**config.mk**
```make
export PLATFORM = sky130hd
export DESIGN_NAME = mmc_cmd_host
export DESIGN_NICKNAME = d
export VERILOG_FILES = /design/src/logic/mmc_fsm_pkg.sv /design/src/logic/mmc_types_pkg.sv /design/src/logic/mmc_cmd_host.sv /design/src/logic/mmc_cmd_ctrl.sv /design/src/logic/crc7_gen.sv /design/src/logic/mmc_spi.sv
export VERILOG_INCLUDE_DIRS = /design/src /design/src/logic
export SDC_FILE = /design/constraint.sdc
export NUM_CORES = 1
export LEC_CHECK = 0
export BUFFER_PORTS_ARGS = -buffer_cell sky130_fd_sc_hd__buf_2
export CAP_MARGIN = 30
export CORE_MARGIN = 1
export CORE_UTILIZATION = 35
export CTS_BUF_LIST = sky130_fd_sc_hd__clkbuf_8
export CTS_CLUSTER_DIAMETER = 50
export DETAILED_ROUTE_END_ITERATION = 10
export GPL_ROUTABILITY_DRIVEN = 0
export GPL_TIMING_DRIVEN = 0
export PLACE_DENSITY_LB_ADDON = 0.15
export SLEW_MARGIN = 20
export SYNTH_ARGS = -nofsm -noshare
export SYNTH_HDL_FRONTEND = slang
export SYNTH_SLANG_ARGS = --single-unit
```
**constraint.sdc**
```tcl
create_clock -name clk -period 3.4 [get_ports clk]
set_input_delay 0.17 -clock clk [delete_from_list [all_inputs] [get_ports clk]]
set_output_delay 0.17 -clock clk [all_outputs]
set_load 0.05 [all_outputs]
```
**src/logic/mmc_defines.svh**
```systemverilog
/*
 * MMC SPI host timing constants: clock rates, bit widths, power-up and poll limits
 */
`ifndef MMC_DEFINES_SVH
`define MMC_DEFINES_SVH

`define MMC_FREQ       50000000
`define MMC_RATE_LO    400000
`define MMC_RATE_HI    12500000

// system clocks per card bit
`define MMC_BIT_LO     (`MMC_FREQ / `MMC_RATE_LO)
`define MMC_BIT_HI     (`MMC_FREQ / `MMC_RATE_HI)

`define MMC_POLL_MAX   8
`define MMC_INIT_BITS  80
`define MMC_QUIET_BITS 20

`endif
```
**src/logic/mmc_fsm_pkg.sv**
```systemverilog
/*
 * MMC command host state encodings for the SPI bit engine and the command sequencer
 */
package mmc_fsm_pkg;

   typedef enum logic [3:0] {
      spi_idle,
      spi_cmd_load,
      spi_cmd_shift,
      spi_rd_shift,
      spi_init_clk,
      spi_init_quiet,
      spi_stop_wait,
      spi_stop_clk,
      spi_done0,
      spi_done1,
      spi_done2
   } spi_state_t;

   typedef enum logic [2:0] {
      ctrl_idle,
      ctrl_init_run,
      ctrl_prep,
      ctrl_send,
      ctrl_poll,
      ctrl_poll_wait,
      ctrl_tail,
      ctrl_finish
   } ctrl_state_t;

endpackage

```
**src/logic/mmc_types_pkg.sv**
```systemverilog
/*
 * MMC command host data types: command fields, wire frame, CRC7 and bytes
 */
package mmc_types_pkg;

   // command fields
   typedef logic [5:0] cmd_index_t;
   typedef logic [31:0] cmd_arg_t;

   // start, transmission, index, argument, crc7, end
   typedef logic [47:0] cmd_frame_t;

   // x^7 + x^3 + 1, seeded with zero
   typedef logic [6:0] crc7_t;

   // received byte or R1
   typedef logic [7:0] spi_byte_t;

endpackage

```
**src/logic/mmc_cmd_host.sv**
```systemverilog
/*
 * MMC SPI command host top: sequencer, CRC7 generator and bit engine
 */
`timescale 1ns/100ps

module mmc_cmd_host (
   input  logic                      clk,
   input  logic                      reset,
   input  logic                      speed,
   input  logic                      init_req,
   input  logic                      cmd_req,
   input  mmc_types_pkg::cmd_index_t cmd_index,
   input  mmc_types_pkg::cmd_arg_t   cmd_arg,
   output logic                      busy,
   output logic                      resp_valid,
   output logic                      resp_timeout,
   output mmc_types_pkg::spi_byte_t  resp_r1,
   output logic                      mmc_cs,
   output logic                      mmc_do,
   output logic                      mmc_sclk,
   input  logic                      mmc_di
);
   import mmc_types_pkg::*;

   logic        crc_start;
   logic [39:0] crc_header;
   crc7_t       crc;
   logic        crc_valid;
   logic        spi_init;
   logic        spi_send;
   logic        spi_rd;
   logic        spi_stop;
   logic        spi_done;
   cmd_frame_t  spi_cmd;
   spi_byte_t   spi_data;

   mmc_cmd_ctrl ctrl (
      .clk          (clk),
      .reset        (reset),
      .init_req     (init_req),
      .cmd_req      (cmd_req),
      .cmd_index    (cmd_index),
      .cmd_arg      (cmd_arg),
      .crc          (crc),
      .crc_valid    (crc_valid),
      .spi_data     (spi_data),
      .spi_done     (spi_done),
      .crc_start    (crc_start),
      .spi_init     (spi_init),
      .spi_send     (spi_send),
      .spi_rd       (spi_rd),
      .spi_stop     (spi_stop),
      .crc_header   (crc_header),
      .spi_cmd      (spi_cmd),
      .busy         (busy),
      .resp_valid   (resp_valid),
      .resp_timeout (resp_timeout),
      .resp_r1      (resp_r1)
   );

   crc7_gen crc7 (
      .clk        (clk),
      .reset      (reset),
      .crc_start  (crc_start),
      .crc_header (crc_header),
      .crc        (crc),
      .crc_valid  (crc_valid)
   );

   mmc_spi spi (
      .clk      (clk),
      .reset    (reset),
      .speed    (speed),
      .init     (spi_init),
      .send     (spi_send),
      .rd       (spi_rd),
      .stop     (spi_stop),
      .cmd      (spi_cmd),
      .data_out (spi_data),
      .done     (spi_done),
      .mmc_cs   (mmc_cs),
      .mmc_do   (mmc_do),
      .mmc_sclk (mmc_sclk),
      .mmc_di   (mmc_di)
   );

endmodule

```
**src/logic/mmc_cmd_ctrl.sv**
```systemverilog
/*
 * MMC command sequencer: joins CRC and engine results, frames the command,
 * polls for R1 and reports
 */
`timescale 1ns/100ps
`include "mmc_defines.svh"

module mmc_cmd_ctrl (
   input  logic                      clk,
   input  logic                      reset,
   input  logic                      init_req,
   input  logic                      cmd_req,
   input  mmc_types_pkg::cmd_index_t cmd_index,
   input  mmc_types_pkg::cmd_arg_t   cmd_arg,
   input  mmc_types_pkg::crc7_t      crc,
   input  logic                      crc_valid,
   input  mmc_types_pkg::spi_byte_t  spi_data,
   input  logic                      spi_done,
   output logic                      crc_start,
   output logic                      spi_init,
   output logic                      spi_send,
   output logic                      spi_rd,
   output logic                      spi_stop,
   output logic [39:0]               crc_header,
   output mmc_types_pkg::cmd_frame_t spi_cmd,
   output logic                      busy,
   output logic                      resp_valid,
   output logic                      resp_timeout,
   output mmc_types_pkg::spi_byte_t  resp_r1
);
   import mmc_fsm_pkg::*;

   localparam int poll_w = $clog2(`MMC_POLL_MAX + 1);

   ctrl_state_t       state;
   logic [39:0]       hdr;
   logic [poll_w-1:0] poll_cnt;
   logic              engine_ready;
   logic              accept_cmd;
   logic              prep_go;
   logic              byte_in;
   logic              poll_end;

   // done is ignored in the cycle of our own strobe
   assign engine_ready = spi_done && !(spi_init || spi_send || spi_rd || spi_stop);

   assign accept_cmd = state == ctrl_idle && cmd_req && !init_req;
   assign prep_go    = state == ctrl_prep && engine_ready && crc_valid;
   assign byte_in    = state == ctrl_poll_wait && engine_ready;
   assign poll_end   = !spi_data[7] || poll_cnt == poll_w'(`MMC_POLL_MAX - 1);

   assign busy       = state != ctrl_idle;
   assign crc_header = hdr;

   always_ff @(posedge clk)
   begin
      if (accept_cmd)
         hdr <= {2'b01, cmd_index, cmd_arg};
      if (prep_go)
         spi_cmd <= {hdr, crc, 1'b1};
      if (byte_in && poll_end)
      begin
         resp_r1      <= spi_data;
         resp_timeout <= spi_data[7];
      end
   end

   always_ff @(posedge clk)
   begin
      if (reset)
      begin
         state      <= ctrl_idle;
         crc_start  <= 1'b0;
         spi_init   <= 1'b0;
         spi_send   <= 1'b0;
         spi_rd     <= 1'b0;
         spi_stop   <= 1'b0;
         resp_valid <= 1'b0;
         poll_cnt   <= '0;
      end
      else
      begin
         crc_start  <= 1'b0;
         spi_init   <= 1'b0;
         spi_send   <= 1'b0;
         spi_rd     <= 1'b0;
         spi_stop   <= 1'b0;
         resp_valid <= 1'b0;
         case (state)
            ctrl_idle:
            begin
               if (init_req)
               begin
                  spi_init <= 1'b1;
                  state    <= ctrl_init_run;
               end
               else if (cmd_req)
               begin
                  // 8 deselected clocks run alongside the CRC
                  crc_start <= 1'b1;
                  spi_stop  <= 1'b1;
                  poll_cnt  <= '0;
                  state     <= ctrl_prep;
               end
            end
            ctrl_init_run:
               if (engine_ready)
                  state <= ctrl_idle;
            ctrl_prep:
               if (prep_go)
               begin
                  spi_send <= 1'b1;
                  state    <= ctrl_send;
               end
            ctrl_send:
               if (engine_ready)
                  state <= ctrl_poll;
            ctrl_poll:
            begin
               spi_rd <= 1'b1;
               state  <= ctrl_poll_wait;
            end
            ctrl_poll_wait:
               if (byte_in)
               begin
                  if (poll_end)
                  begin
                     spi_stop <= 1'b1;
                     state    <= ctrl_tail;
                  end
                  else
                  begin
                     poll_cnt <= poll_cnt + 1'b1;
                     state    <= ctrl_poll;
                  end
               end
            ctrl_tail:
               if (engine_ready)
                  state <= ctrl_finish;
            ctrl_finish:
            begin
               resp_valid <= 1'b1;
               state      <= ctrl_idle;
            end
            default:
               state <= ctrl_idle;
         endcase
      end
   end

   a_resp_pulse: assert property (@(posedge clk) disable iff (reset)
      resp_valid |=> !resp_valid);

endmodule

```
**src/logic/crc7_gen.sv**
```systemverilog
/*
 * serial CRC7 over a 40-bit command header, one bit per clock
 */
`timescale 1ns/100ps

module crc7_gen (
   input  logic                 clk,
   input  logic                 reset,
   input  logic                 crc_start,
   input  logic [39:0]          crc_header,
   output mmc_types_pkg::crc7_t crc,
   output logic                 crc_valid
);
   import mmc_types_pkg::*;

   logic [38:0] hdr;
   logic [5:0]  cnt;
   logic        running;

   function automatic crc7_t crc7_step(crc7_t c, logic b);
      logic fb;
      fb = c[6] ^ b;
      return {c[5:0], 1'b0} ^ {3'b000, fb, 2'b00, fb};
   endfunction

   // first bit goes in on the start cycle
   always_ff @(posedge clk)
   begin
      if (crc_start)
      begin
         crc <= crc7_step('0, crc_header[39]);
         hdr <= crc_header[38:0];
      end
      else if (running)
      begin
         crc <= crc7_step(crc, hdr[38]);
         hdr <= {hdr[37:0], 1'b0};
      end
   end

   always_ff @(posedge clk)
   begin
      if (reset)
      begin
         running   <= 1'b0;
         crc_valid <= 1'b0;
         cnt       <= '0;
      end
      else if (crc_start)
      begin
         running   <= 1'b1;
         crc_valid <= 1'b0;
         cnt       <= 6'd1;
      end
      else if (running)
      begin
         cnt <= cnt + 6'd1;
         if (cnt == 6'd39)
         begin
            running   <= 1'b0;
            crc_valid <= 1'b1;
         end
      end
   end

endmodule

```
**src/logic/mmc_spi.sv**
```systemverilog
/*
 * MMC SPI bit engine: times card clock edges, shifts 48-bit commands out
 * and bytes in, and runs the power-up and deselect sequences
 */
`timescale 1ns/100ps
`include "mmc_defines.svh"

module mmc_spi (
   input  logic                     clk,
   input  logic                     reset,
   input  logic                     speed,
   input  logic                     init,
   input  logic                     send,
   input  logic                     rd,
   input  logic                     stop,
   input  mmc_types_pkg::cmd_frame_t cmd,
   output mmc_types_pkg::spi_byte_t  data_out,
   output logic                     done,
   output logic                     mmc_cs,
   output logic                     mmc_do,
   output logic                     mmc_sclk,
   input  logic                     mmc_di
);
   import mmc_types_pkg::*;
   import mmc_fsm_pkg::*;

   localparam int bit_lo = `MMC_BIT_LO;
   localparam int bit_hi = `MMC_BIT_HI;

   spi_state_t state;
   spi_state_t state_nx;
   cmd_frame_t s_cmd;

   logic       speed_hi;
   logic [7:0] bit_time;
   logic [7:0] bit_max;
   logic [7:0] bit_half;
   logic       bit_mid;
   logic       bit_end;
   logic [6:0] bit_cnt;
   logic [6:0] bit_last;
   logic       counting;
   logic       clocked;
   logic       last_bit;

   always_ff @(posedge clk)
   begin
      if (reset)
         speed_hi <= 1'b0;
      else
         speed_hi <= speed;
   end

   assign bit_max  = speed_hi ? 8'(bit_hi - 1) : 8'(bit_lo - 1);
   assign bit_half = speed_hi ? 8'(bit_hi / 2) : 8'(bit_lo / 2);

   // >= so a speed change mid-bit cannot overrun the timer
   assign bit_mid = bit_time == bit_half;
   assign bit_end = bit_time >= bit_max;

   assign counting = state inside {spi_cmd_shift, spi_rd_shift, spi_init_clk,
                                   spi_init_quiet, spi_stop_clk};
   assign clocked  = counting && state != spi_init_quiet;

   always_comb
   begin
      case (state)
         spi_cmd_shift:  bit_last = 7'd47;
         spi_init_clk:   bit_last = 7'(`MMC_INIT_BITS - 1);
         spi_init_quiet: bit_last = 7'(`MMC_INIT_BITS + `MMC_QUIET_BITS - 1);
         default:        bit_last = 7'd7;
      endcase
   end

   assign last_bit = counting && bit_end && bit_cnt == bit_last;

   always_ff @(posedge clk)
   begin
      if (reset)
      begin
         bit_time <= '0;
         bit_cnt  <= '0;
      end
      else if (!counting)
      begin
         bit_time <= '0;
         bit_cnt  <= '0;
      end
      else if (bit_end)
      begin
         bit_time <= '0;
         bit_cnt  <= bit_cnt + 7'd1;
      end
      else
         bit_time <= bit_time + 8'd1;
   end

   always_comb
   begin
      state_nx = state;
      case (state)
         spi_idle:
         begin
            if (init)
               state_nx = spi_init_clk;
            else if (send)
               state_nx = spi_cmd_load;
            else if (rd)
               state_nx = spi_rd_shift;
            else if (stop)
               state_nx = spi_stop_wait;
         end
         spi_cmd_load:   state_nx = spi_cmd_shift;
         spi_init_clk:   state_nx = last_bit ? spi_init_quiet : state;
         spi_stop_wait:  state_nx = spi_stop_clk;
         spi_done0:      state_nx = spi_done1;
         spi_done1:      state_nx = spi_done2;
         spi_done2:      state_nx = spi_idle;
         default:        state_nx = last_bit ? spi_done0 : state;
      endcase
   end

   always_ff @(posedge clk)
   begin
      if (reset)
         state <= spi_idle;
      else
         state <= state_nx;
   end

   assign done = state == spi_idle;

   // fill with ones so the line idles high after the end bit
   always_ff @(posedge clk)
   begin
      if (state == spi_idle && send)
         s_cmd <= cmd;
      else if (state == spi_cmd_shift && bit_end)
         s_cmd <= {s_cmd[46:0], 1'b1};
   end

   always_ff @(posedge clk)
   begin
      if (state == spi_rd_shift && bit_mid)
         data_out <= {data_out[6:0], mmc_di};
   end

   always_ff @(posedge clk)
   begin
      if (reset)
      begin
         mmc_cs   <= 1'b1;
         mmc_do   <= 1'b1;
         mmc_sclk <= 1'b0;
      end
      else
      begin
         // high from mid-bit to end of bit
         mmc_sclk <= clocked && (bit_mid || (mmc_sclk && !bit_end));
         case (state)
            spi_init_clk, spi_init_quiet, spi_stop_wait:
            begin
               mmc_cs <= 1'b1;
               mmc_do <= 1'b1;
            end
            spi_cmd_load:
            begin
               mmc_cs <= 1'b0;
               mmc_do <= s_cmd[47];
            end
            spi_cmd_shift:
            begin
               if (bit_end)
                  mmc_do <= s_cmd[46];
            end
            spi_done0:
               mmc_do <= 1'b1;
            default:
               ;
         endcase
      end
   end

   // controller only strobes an idle engine
   a_strobe_idle: assert property (@(posedge clk) disable iff (reset)
      (init || send || rd || stop) |-> done);

endmodule

```
After elaboration in Yosys (flattened, before gate mapping)
Cells that the tools add are included.

storage, ports and cells
  register bits = 237
  input bits = 44

operators by class
  add/sub/neg operators = 4
  magnitude comparators = 1
  equality and inequality tests = 34
  bitwise logic cells = 5
  muxes and demuxes = 46
  reduce and logical (&&, ||, !) cells = 46

operator list
  operator             number
  $mux 48              1
  $mux 46              1
  $mux 4               11
  $mux 39              1
  $mux 38              1
  $pmux 4 s7           1
  $pmux 3 s8           1
  $mux 3               7
  $pmux 7 s3           1
  $eq 4x3->1 const B   5
  $logic_and 1x1->1    15
  $mux 1               14
  $ne 2x1->1 const B   7
  $eq 3x3->1 const B   4
  $eq 4x4->1 const B   3
  $add 8x1->8 const B  1
  $eq 4x2->1 const B   2
  $eq 8x8->1           1
  $ge 8x8->1           1
  $pmux 4 s2           1
  $reduce_bool 2->1    4
  $reduce_or 2->1      4
  $add 7x1->7 const B  1
  $eq 7x7->1           1
  other kinds (31)     47

Depth between registers and ports, before layout
Gate-level depths: netlist of the first run.

  depth in word-level cells = 9
  mapped depth = 8
  depth with buffers taken out = 8

Modules after synthesis
A second synthesis of the first run with hierarchy kept.

unflattened totals
  cells, all modules = 613
  area total of the unflattened synthesis = 9409.0 µm²

by module, submodules not included
  module        cells each  instances  area each (µm²)  seq. area each (µm²)
  mmc_spi       293         1          3706.1           2142.1
  mmc_cmd_ctrl  178         1          3464.6           2992.9
  crc7_gen      142         1          2238.4           1491.4

Least setup slack after synthesis of the first run
OpenSTA, ideal clock, no wires.

  path kind = reg-to-reg
  from = register spi.speed_hi
  to = register spi.s_cmd[10], enable pin
  library setup time = 0.408 ns
  cell stages (with the launch flop) = 9
  slack = 0.298 ns
  arrival time = 2.694 ns
  path buffers = 0
  path through = dfxtp_1 -> inv_1 -> ha_1 -> and3_1 -> a221oi_2 -> o31ai_4 -> inv_2 -> nand2_1 -> o2111a_1

on the way
  longest elaborated chain between the ends = 4

RTL lines
  what                         line            text
  start: declaration           mmc_spi.sv:34   logic speed_hi;
  start signal: assignment     mmc_spi.sv:51   speed_hi <= speed;
  $mux 7                       mmc_spi.sv:54   assign bit_max = speed_hi ? 8'(bit_hi - 1) : 8'(bit_lo - 1);
  $ge 8x8->1                   mmc_spi.sv:59   assign bit_end = bit_time >= bit_max;
  $logic_and 1x1->1            mmc_spi.sv:138  else if (state == spi_cmd_shift && bit_end)
  $reduce_bool 2->1 (no line)  n/a
  end signal: assignment       mmc_spi.sv:137  s_cmd <= cmd;
  end signal: assignment       mmc_spi.sv:139  s_cmd <= {s_cmd[46:0], 1'b1};
  end: declaration             mmc_spi.sv:32   cmd_frame_t s_cmd;

Every way passes these cells.
A chain may end at the register's enable or synchronous reset.

Worst setup path in the final report of the first run
  from = register spi.speed_hi
  to = register spi.s_cmd[42], enable pin

The elaborated chain is that of the path after synthesis.

==> results of run 1 <==
[what timing repair did]
item                      in CTS  in global routing
hold endpoints to repair      42                  0
hold buffers                  42                  0
buffers inserted               0                  0
[report_power, final]
group	total (mW)	internal, mW	switching, mW
registers	3.71	3.57	0.138
clock network	2.39	1.27	1.12
logic	1.29	0.532	0.763
[cell families after synthesis]
kind of cell / after synthesis / synth area share [%]
flip-flops: 236 / 71.51
AND/OR/NAND/NOR: 130 / 7.610
multiplexers: 89 / 10.81
AO/OA/AOI/OAI: 51 / 4.124
buffers and inverters: 38 / 1.940
XOR/XNOR: 25 / 2.374
adder cells (fa/ha/maj): 12 / 1.628
[layout make-up]
cell class                      instances  share of cell area [%]
Timing Repair Buffer                  103                   7.198
Sequential cell                       236                   58.74
Clock inverter                         27                   1.058
Clock buffer                           47                   5.760
Inverter                               12                  0.4011
Tap cell                              335                   3.733
Multi-Input combinational cell        307                   21.92
Buffer                                 26                   1.192
[path summary, 6_finish.rpt]
path,slack (ns),cells past startpoint,to,startpoint
worst min register to register,0.44,0,ctrl.spi_cmd[16],ctrl.crc_header[8]
worst max register to register,0.52,8,spi.s_cmd[42],spi.speed_hi
worst min-delay path,0.20,4,spi.bit_cnt[3],reset
worst max-delay path,0.52,8,spi.s_cmd[42],spi.speed_hi
[state kept, by name, indices dropped and copies added (netlist names), 3 cells and up]
name	flops
crc7.crc	7
ctrl.state	3
crc7.hdr	39
ctrl.spi_cmd	45
spi.bit_time	8
spi.data_out	8
spi.state	4
ctrl.poll_cnt	4
spi.bit_cnt	7
crc7.cnt	6
ctrl.crc_header	38
spi.s_cmd	47
ctrl.resp_r1	8
[placed cells by master (no fill, tap or decap), types with 4 or more instances in the layout]
cell type / instances
a21oi_1: 13
buf_2: 65
inv_1: 20
o21ai_0: 7
nor3_1: 7
nor2b_1: 6
mux2_1: 27
clkinv_1: 9
buf_1: 5
clkbuf_8: 47
nor3_2: 4
nand4_1: 7
mux2i_1: 7
mux2_2: 54
dlygate4sd3_1: 42
xor2_1: 18
nand2_1: 19
clkinv_2: 7
nand2b_1: 4
nor2_1: 41
and2_1: 6
ha_1: 12
xnor2_1: 7
edfxtp_1: 187
nand3_1: 8
dfxtp_1: 49
and3_1: 7
clkbuf_1: 8
[worst max-delay path: stages (launching register included)]
cell	delay [ns]
dfxtp_1	0.47
inv_1	0.08
ha_1	0.27
and3_1	0.16
a221oi_2	0.08
o31ai_4	0.52
inv_2	0.12
nand2_1	0.11
o2111a_4	0.64
[per-layer routing]
layer | global-route usage, % | share of wire, % | wire, um | up-vias
met5 | 0 | 0 | 0 | -
met3 | 3.131 | 4.0 | 655 | 32
li1 | - | - | - | 2478
met2 | 20.39 | 48 | 7854 | 91
met4 | 5.429 | 2.4 | 396 | 0
met1 | 15.97 | 46 | 7541 | 2493
[through the flow]
step | cells | hold WS [ns]
after global routing | 1093 | 0.2152
after detailed placement | 977 | 0.3481
after global placement | 973 | 0.3459
after floorplan | 581 | 0.2689
final | 1093 | 0.2034
after CTS | 1093 | 0.1695
==> reports/metrics.cfg, run 1 <==
[status]
run_status = complete, no violations

[layout]
diodes = 0
seq_area_mm2 = 0.006596
multi_input_area_mm2 = 0.002461
drive_above_1_share_pct = 26.78
postLayoutCellArea_mm2 = 0.01123
fillCellCount = 2366
flow.area_growth_from_synthesis_pct = 21.74
final_net_count = 784
layout.core_utilization_pct = 43.22

[place]
detailedPlacementHpwl_um = 10430
placement.setup.worst_slack_ns = 0.5001
instance_area_after_placement_mm2 = 0.01004
buffer_ports.inserted = 57

[routing]
vias = 5094
vias_per_cell = 4.661
drtIter0Drc = 192
drt_pass_1_iters = 4
finalWirelength_um = 16450
post-route-drc-count = 0
wire_per_inst_um = 15.05
ant_nets = 0

[synth]
post_synth.cell_area_avg_um2 = 15.88
async_flop_share_pct = 0
synth_top_area_cell = edfxtp_1
number_of_flops_mapped_to_enable_cells_by_yosys = 187
synth_seq_area_share_pct = 71.51
ys_top_cells_by_area = edfxtp_1 61%, dfxtp_1 11%, mux2_2 6.6%, mux2_1 3.3%, xor2_1 1.7%
synth_warnings = 0
synthDistinctLibCells = 69
synth_seq_cells = 236
synthesis.instances = 581
synthTopCellsByCount = 187 x edfxtp_1, 54 x mux2_2, 49 x dfxtp_1
ys_dominant_reg_cell = edfxtp_1
post_synth_instance_area_mm2 = 0.009224
syn-num-nets = 637
synth.most_common_cell = edfxtp_1
synth_top_area_share_pct = 60.88

[power_and_ir_drop]
power_density_mw_per_mm2 = 658.2
power_mw = 7.391
power.static_leakage_nw = 3.960
ir_worst_vdd_v = 0.0002545

[floorplanning]
fp.dieArea_mm2 = 0.02701
die_height_um = 164.3
core_area_mm2 = 0.02598
ioPinCount = 58
fp.dieW_um = 164.3
initial_core_util_pct = 35.50
floorplan.rows = 59

[clock_tree]
tritoncts.num_buffers = 42
tritoncts = built
clock_insertion_delay_worst_skew_ns = 0.53
cts_max_level = 2
clkSlewWorstSetupHoldPaths_ns = 0.06
clkSinkCount = 236
postCtsResizedCells = 0
clockBufferDepth = 3
root_buffer = clkbuf_8

[global_routing]
initial_antenna_violation_count = 0
first_pass_grt_wire_length_um = 26470
grt_util_all_layers_pct = 12.60
grt_pass1_vias = 5275
globalRoute.totalOverflow = 0
grt_start_max_net_pins = 48

[run]
maxCapViolations = 0

[sta]
timing.setup.tns_ns = 0
timing_hold_violations_final = 0
finalSetupViolations = 0
min_period_ns = 2.878
finClkSkew_ns = 0.01568
final_critical_path_setup_slack_ns = 0.5223
rsz0062_at_grt = false
final_max_slew_viol_count = 0
timing.final.crit_share_pct = 84.64
worst-slew-pin-transition_ns = 0.6509
fmaxAchievable_mhz = 347.5
max_slew_margin_pct = 56.60

[setup_path]
critPathKind = reg -> reg
worstPathRequired_ns = 3.55
timing.critical_path.fanout_max = 47
cp-start-kind = flip-flop
worst-endpoint-arrival_ns = 3.03
setup.worst_path.end_class = flip-flop

[min_path]
worst_hold_path_type = in -> reg

Note: power is estimated with default switching activity, not from simulation.
==> inputs of run 2 (changes only) <==
--- a/config.mk
+++ b/config.mk
@@ -6,6 +6,7 @@
 export SDC_FILE = /design/constraint.sdc
 export NUM_CORES = 1
 export LEC_CHECK = 0
+export ABC_AREA = 1
 export BUFFER_PORTS_ARGS = -buffer_cell sky130_fd_sc_hd__buf_2
 export CAP_MARGIN = 30
 export CORE_MARGIN = 1
==> constraint.sdc (replaced) <==
create_clock -name clk -period 2.6 [get_ports clk]
set_input_delay 0.13 -clock clk [delete_from_list [all_inputs] [get_ports clk]]
set_output_delay 0.13 -clock clk [all_outputs]
set_load 0.05 [all_outputs]
==> run 2 against run 1 <==
  * Synthesized cell count up 41%
  * Worst hold slack better by 0.075 ns
  * Total power up 26%
  * Wire length up 6.4%
  * Utilization up 1.0 points
  * Maximum frequency up 22%
  * Critical path depth down 1
  * Clock power up 37%
  * Combinational power up 8%
  * Sequential share of layout area down 0.20 points
  * Worst setup slack worse by 0.28 ns
  * Count of clock-buffer cells in the layout unchanged
  * Critical path type unchanged
==> reports/metrics.cfg, run 2 <==
[status]
run_status = complete, no violations

[routing]
finalWirelength_um = 17490  ; +6.4%
drtIter0Drc = 306  ; +59%
wire_per_inst_um = 13.10  ; -13%
drt_pass_1_iters = 6  ; +2
ant_nets = 0  ; unchanged
vias_per_cell = 4.389  ; -5.8%
post-route-drc-count = 0  ; unchanged
vias = 5859  ; +15%

[clock_tree]
postCtsResizedCells = 0  ; unchanged
clkSinkCount = 236  ; unchanged
root_buffer = clkbuf_8
tritoncts = built
clkSlewWorstSetupHoldPaths_ns = 0.06  ; about the same
tritoncts.num_buffers = 42  ; unchanged
cts_max_level = 2  ; unchanged
clock_insertion_delay_worst_skew_ns = 0.55  ; +0.02 ns
clockBufferDepth = 3  ; unchanged

[setup_path]
worstPathRequired_ns = 2.77  ; -0.78 ns
crit-reg2reg-launch = spi.state[1]
critical-path-max-stage-delay_ns = 0.57  ; -0.07 ns
critPathKind = reg -> reg
reg2reg_to = spi.s_cmd[33]
worstPathCellList = buf_2, nor2_2, nand2_1, nor2_4, inv_2, clkbuf_1, nand2_4
timing.critical_path.fanout_max = 47  ; unchanged
cp_num_buf_inv = 3  ; +1
worst_path_max_delay_cell = nand2_4
rr_worst_depth = 7  ; -1
cp-start-kind = flip-flop
critical-path-top-delay-family = simple AND/OR/NAND/NOR gates
timing.reg2reg.setup_slack_ns = 0.24  ; -0.28 ns
worst-endpoint-arrival_ns = 2.53  ; -0.50 ns
setup.worst_path.end_class = flip-flop

[sta]
finalSetupViolations = 0  ; unchanged
worst-slew-pin-transition_ns = 0.7141  ; +0.06320 ns
timing_hold_violations_final = 0  ; unchanged
timing.setup.tns_ns = 0  ; unchanged
final_critical_path_setup_slack_ns = 0.2397  ; -0.2826 ns
max_slew_margin_pct = 52.22  ; -4.4 points
final_max_slew_viol_count = 0  ; unchanged
timing.final.crit_share_pct = 90.78  ; +6.1 points
fmaxAchievable_mhz = 423.7  ; +22%
rsz0062_at_grt = false
finClkSkew_ns = 0.02398  ; +0.008296 ns
min_period_ns = 2.360  ; -0.5174 ns

[layout]
leading_cell_type_in_the_layout_fill_and_taps_excluded = nand2_1
reg.largest.list = spi.s_cmd x47, ctrl.spi_cmd x45, crc7.hdr x39
largest_register_ff_count = 47  ; unchanged
fillCellCount = 2435  ; +2.9%
diodes = 0  ; unchanged
mostFrequentLayoutCells = 315 x nand2_1, 187 x edfxtp_1, 64 x buf_2, 59 x inv_1, 51 x nor2_1
flow.area_growth_from_synthesis_pct = 22.45
register_ranked_first_by_flip_flop_count = spi.s_cmd
final_net_count = 1027  ; +31%
drive_above_1_share_pct = 14.93  ; -12 points

[floorplanning]
fp.dieW_um = 164.1  ; -0.12%
die_height_um = 164.1  ; -0.12%
ioPinCount = 58  ; unchanged
floorplan.rows = 58  ; -1.7%
initial_core_util_pct = 36.12  ; +0.63 points
fp.dieArea_mm2 = 0.02694  ; -0.24%
core_area_mm2 = 0.02547  ; -2.0%

[place]
detailedPlacementHpwl_um = 11320  ; +8.5%
placement.setup.worst_slack_ns = 0.1760  ; -0.3240 ns
buffer_ports.inserted = 57  ; unchanged

[power_and_ir_drop]
ir_worst_vdd_v = 0.0005321  ; +110%
power.static_leakage_nw = 4.495  ; +14%
power_density_mw_per_mm2 = 825.1  ; +25%

[synth]
number_of_flops_mapped_to_enable_cells_by_yosys = 187  ; unchanged
synth_top_area_share_pct = 61.03  ; +0.15 points
async_flop_share_pct = 0  ; unchanged
ys_top_cells_by_area = edfxtp_1 61%, nand2_1 13%, dfxtp_1 11%, nor2_1 2.1%, inv_1 1.8%
synth_seq_area_share_pct = 71.69  ; +0.18 points
syn-num-nets = 877  ; +38%
synth_seq_cells = 236  ; unchanged
synth.most_common_cell = nand2_1
ys_dominant_reg_cell = edfxtp_1
synth_top_area_cell = edfxtp_1
synthDistinctLibCells = 38  ; -45%
synthTopCellsByCount = 316 x nand2_1, 187 x edfxtp_1, 51 x nor2_1
synth_warnings = 0  ; unchanged
post_synth.cell_area_avg_um2 = 11.21  ; -29%
synthesis.instances = 821  ; +41%
post_synth_instance_area_mm2 = 0.009201  ; -0.24%

[global_routing]
grt_util_all_layers_pct = 13.54  ; +0.95 points
first_pass_grt_wire_length_um = 28490  ; +7.6%
globalRoute.totalOverflow = 0  ; unchanged
initial_antenna_violation_count = 0  ; unchanged
grt_start_max_net_pins = 48  ; unchanged
grt_pass1_vias = 5776  ; +9.5%

[min_path]
hold-path-endpoint = ctrl.crc_header[31]
worst_hold_path_type = in -> reg
min_delay_path_depth = 2  ; -2
min-delay-start = cmd_arg[31]

[run]
maxCapViolations = 0  ; unchanged

## run 2: changes by cell type after synthesis, moves of 14 or more
| cell | delta |
|---|---|
| nand3_1 | +17 |
| inv_1 | +33 |
| mux2_1 | -27 |
| mux2_2 | -54 |
| a21oi_1 | +14 |
| nand2_1 | +297 |
## run 2: how the worst max path moves through the flow
stage	startpoint	slack (ns)	to	depth (start not counted)
floorplan	spi.state[1]	0.16	ctrl.spi_cmd[10]	5
global placement	spi.state[1]	-0.73	ctrl.spi_cmd[21]	5
detailed placement	spi.state[1]	0.18	spi.s_cmd[31]	7
CTS	spi.state[1]	0.16	spi.s_cmd[26]	7
global route	spi.speed_hi	0.03	spi.s_cmd[33]	10
finish	spi.state[1]	0.24	spi.s_cmd[33]	7
## run 2: kinds of logic after synthesis
kind of cell	share of synthesized area [%]
buffers and inverters	3.223
AOI/OAI and AO/OA	3.291
DFF	71.69
adders and majority gates	1.632
and+or+nand+nor	19.21
xor gates and xnor gates	0.9519
## run 2: final cells by class
| class | count | area [um2] | share of cell area (%) |
|---|---|---|---|
| buffer | 24 | 101.3 | 0.8995 |
| clock buffer | 47 | 646.9 | 5.741 |
| clock inverter | 31 | 168.9 | 1.499 |
| inverter | 52 | 195.2 | 1.732 |
| multi-input combinational | 509 | 2327 | 20.66 |
| sequential | 236 | 6596 | 58.55 |
| tap | 330 | 412.9 | 3.665 |
| timing repair buffer | 106 | 818.3 | 7.263 |
## run 2: power breakdown
group | total (mW) | internal [mW] | switching, mW | leakage (nW)
combinational | 1.39 | 0.453 | 0.932 | 1.92
clock | 3.28 | 1.77 | 1.51 | 0.476
sequential | 4.63 | 4.45 | 0.181 | 2.10
total | 9.30 | 6.68 | 2.62 | 4.49
## run 2: metrics by stage
| stage | cells | utilization (%) | instance area (um2) | total power [mW] | hold WS, ns |
|---|---|---|---|---|---|
| floorplan | 821 | - | 9215 | 5.648 | 0.2289 |
| global placement | 1208 | 38.92 | 9913 | 6.014 | 0.3065 |
| detailed placement | 1214 | 39.34 | 10020 | 6.052 | 0.3081 |
| CTS | 1335 | 44.23 | 11270 | 9.430 | 0.2433 |
| global route | 1335 | 44.23 | 11270 | 9.796 | 0.2558 |
| finish | 1335 | 44.23 | 11270 | 9.296 | 0.2786 |
## run 2: metal layers
| metal | vias up | part of all wire (%) | track usage [%] |
|---|---|---|---|
| met2 | 115 | 44 | 21.12 |
| met5 | - | 0 | 0 |
| met4 | 0 | 2.3 | 5.513 |
| li1 | 3050 | - | - |
| met1 | 2662 | 49 | 18.15 |
| met3 | 32 | 4.4 | 3.106 |
## run 2: repair_timing
item,CTS,global route
setup endpoints to repair,0,0
hold endpoints to repair,48,0
hold buffers,43,0
buffers inserted,0,0
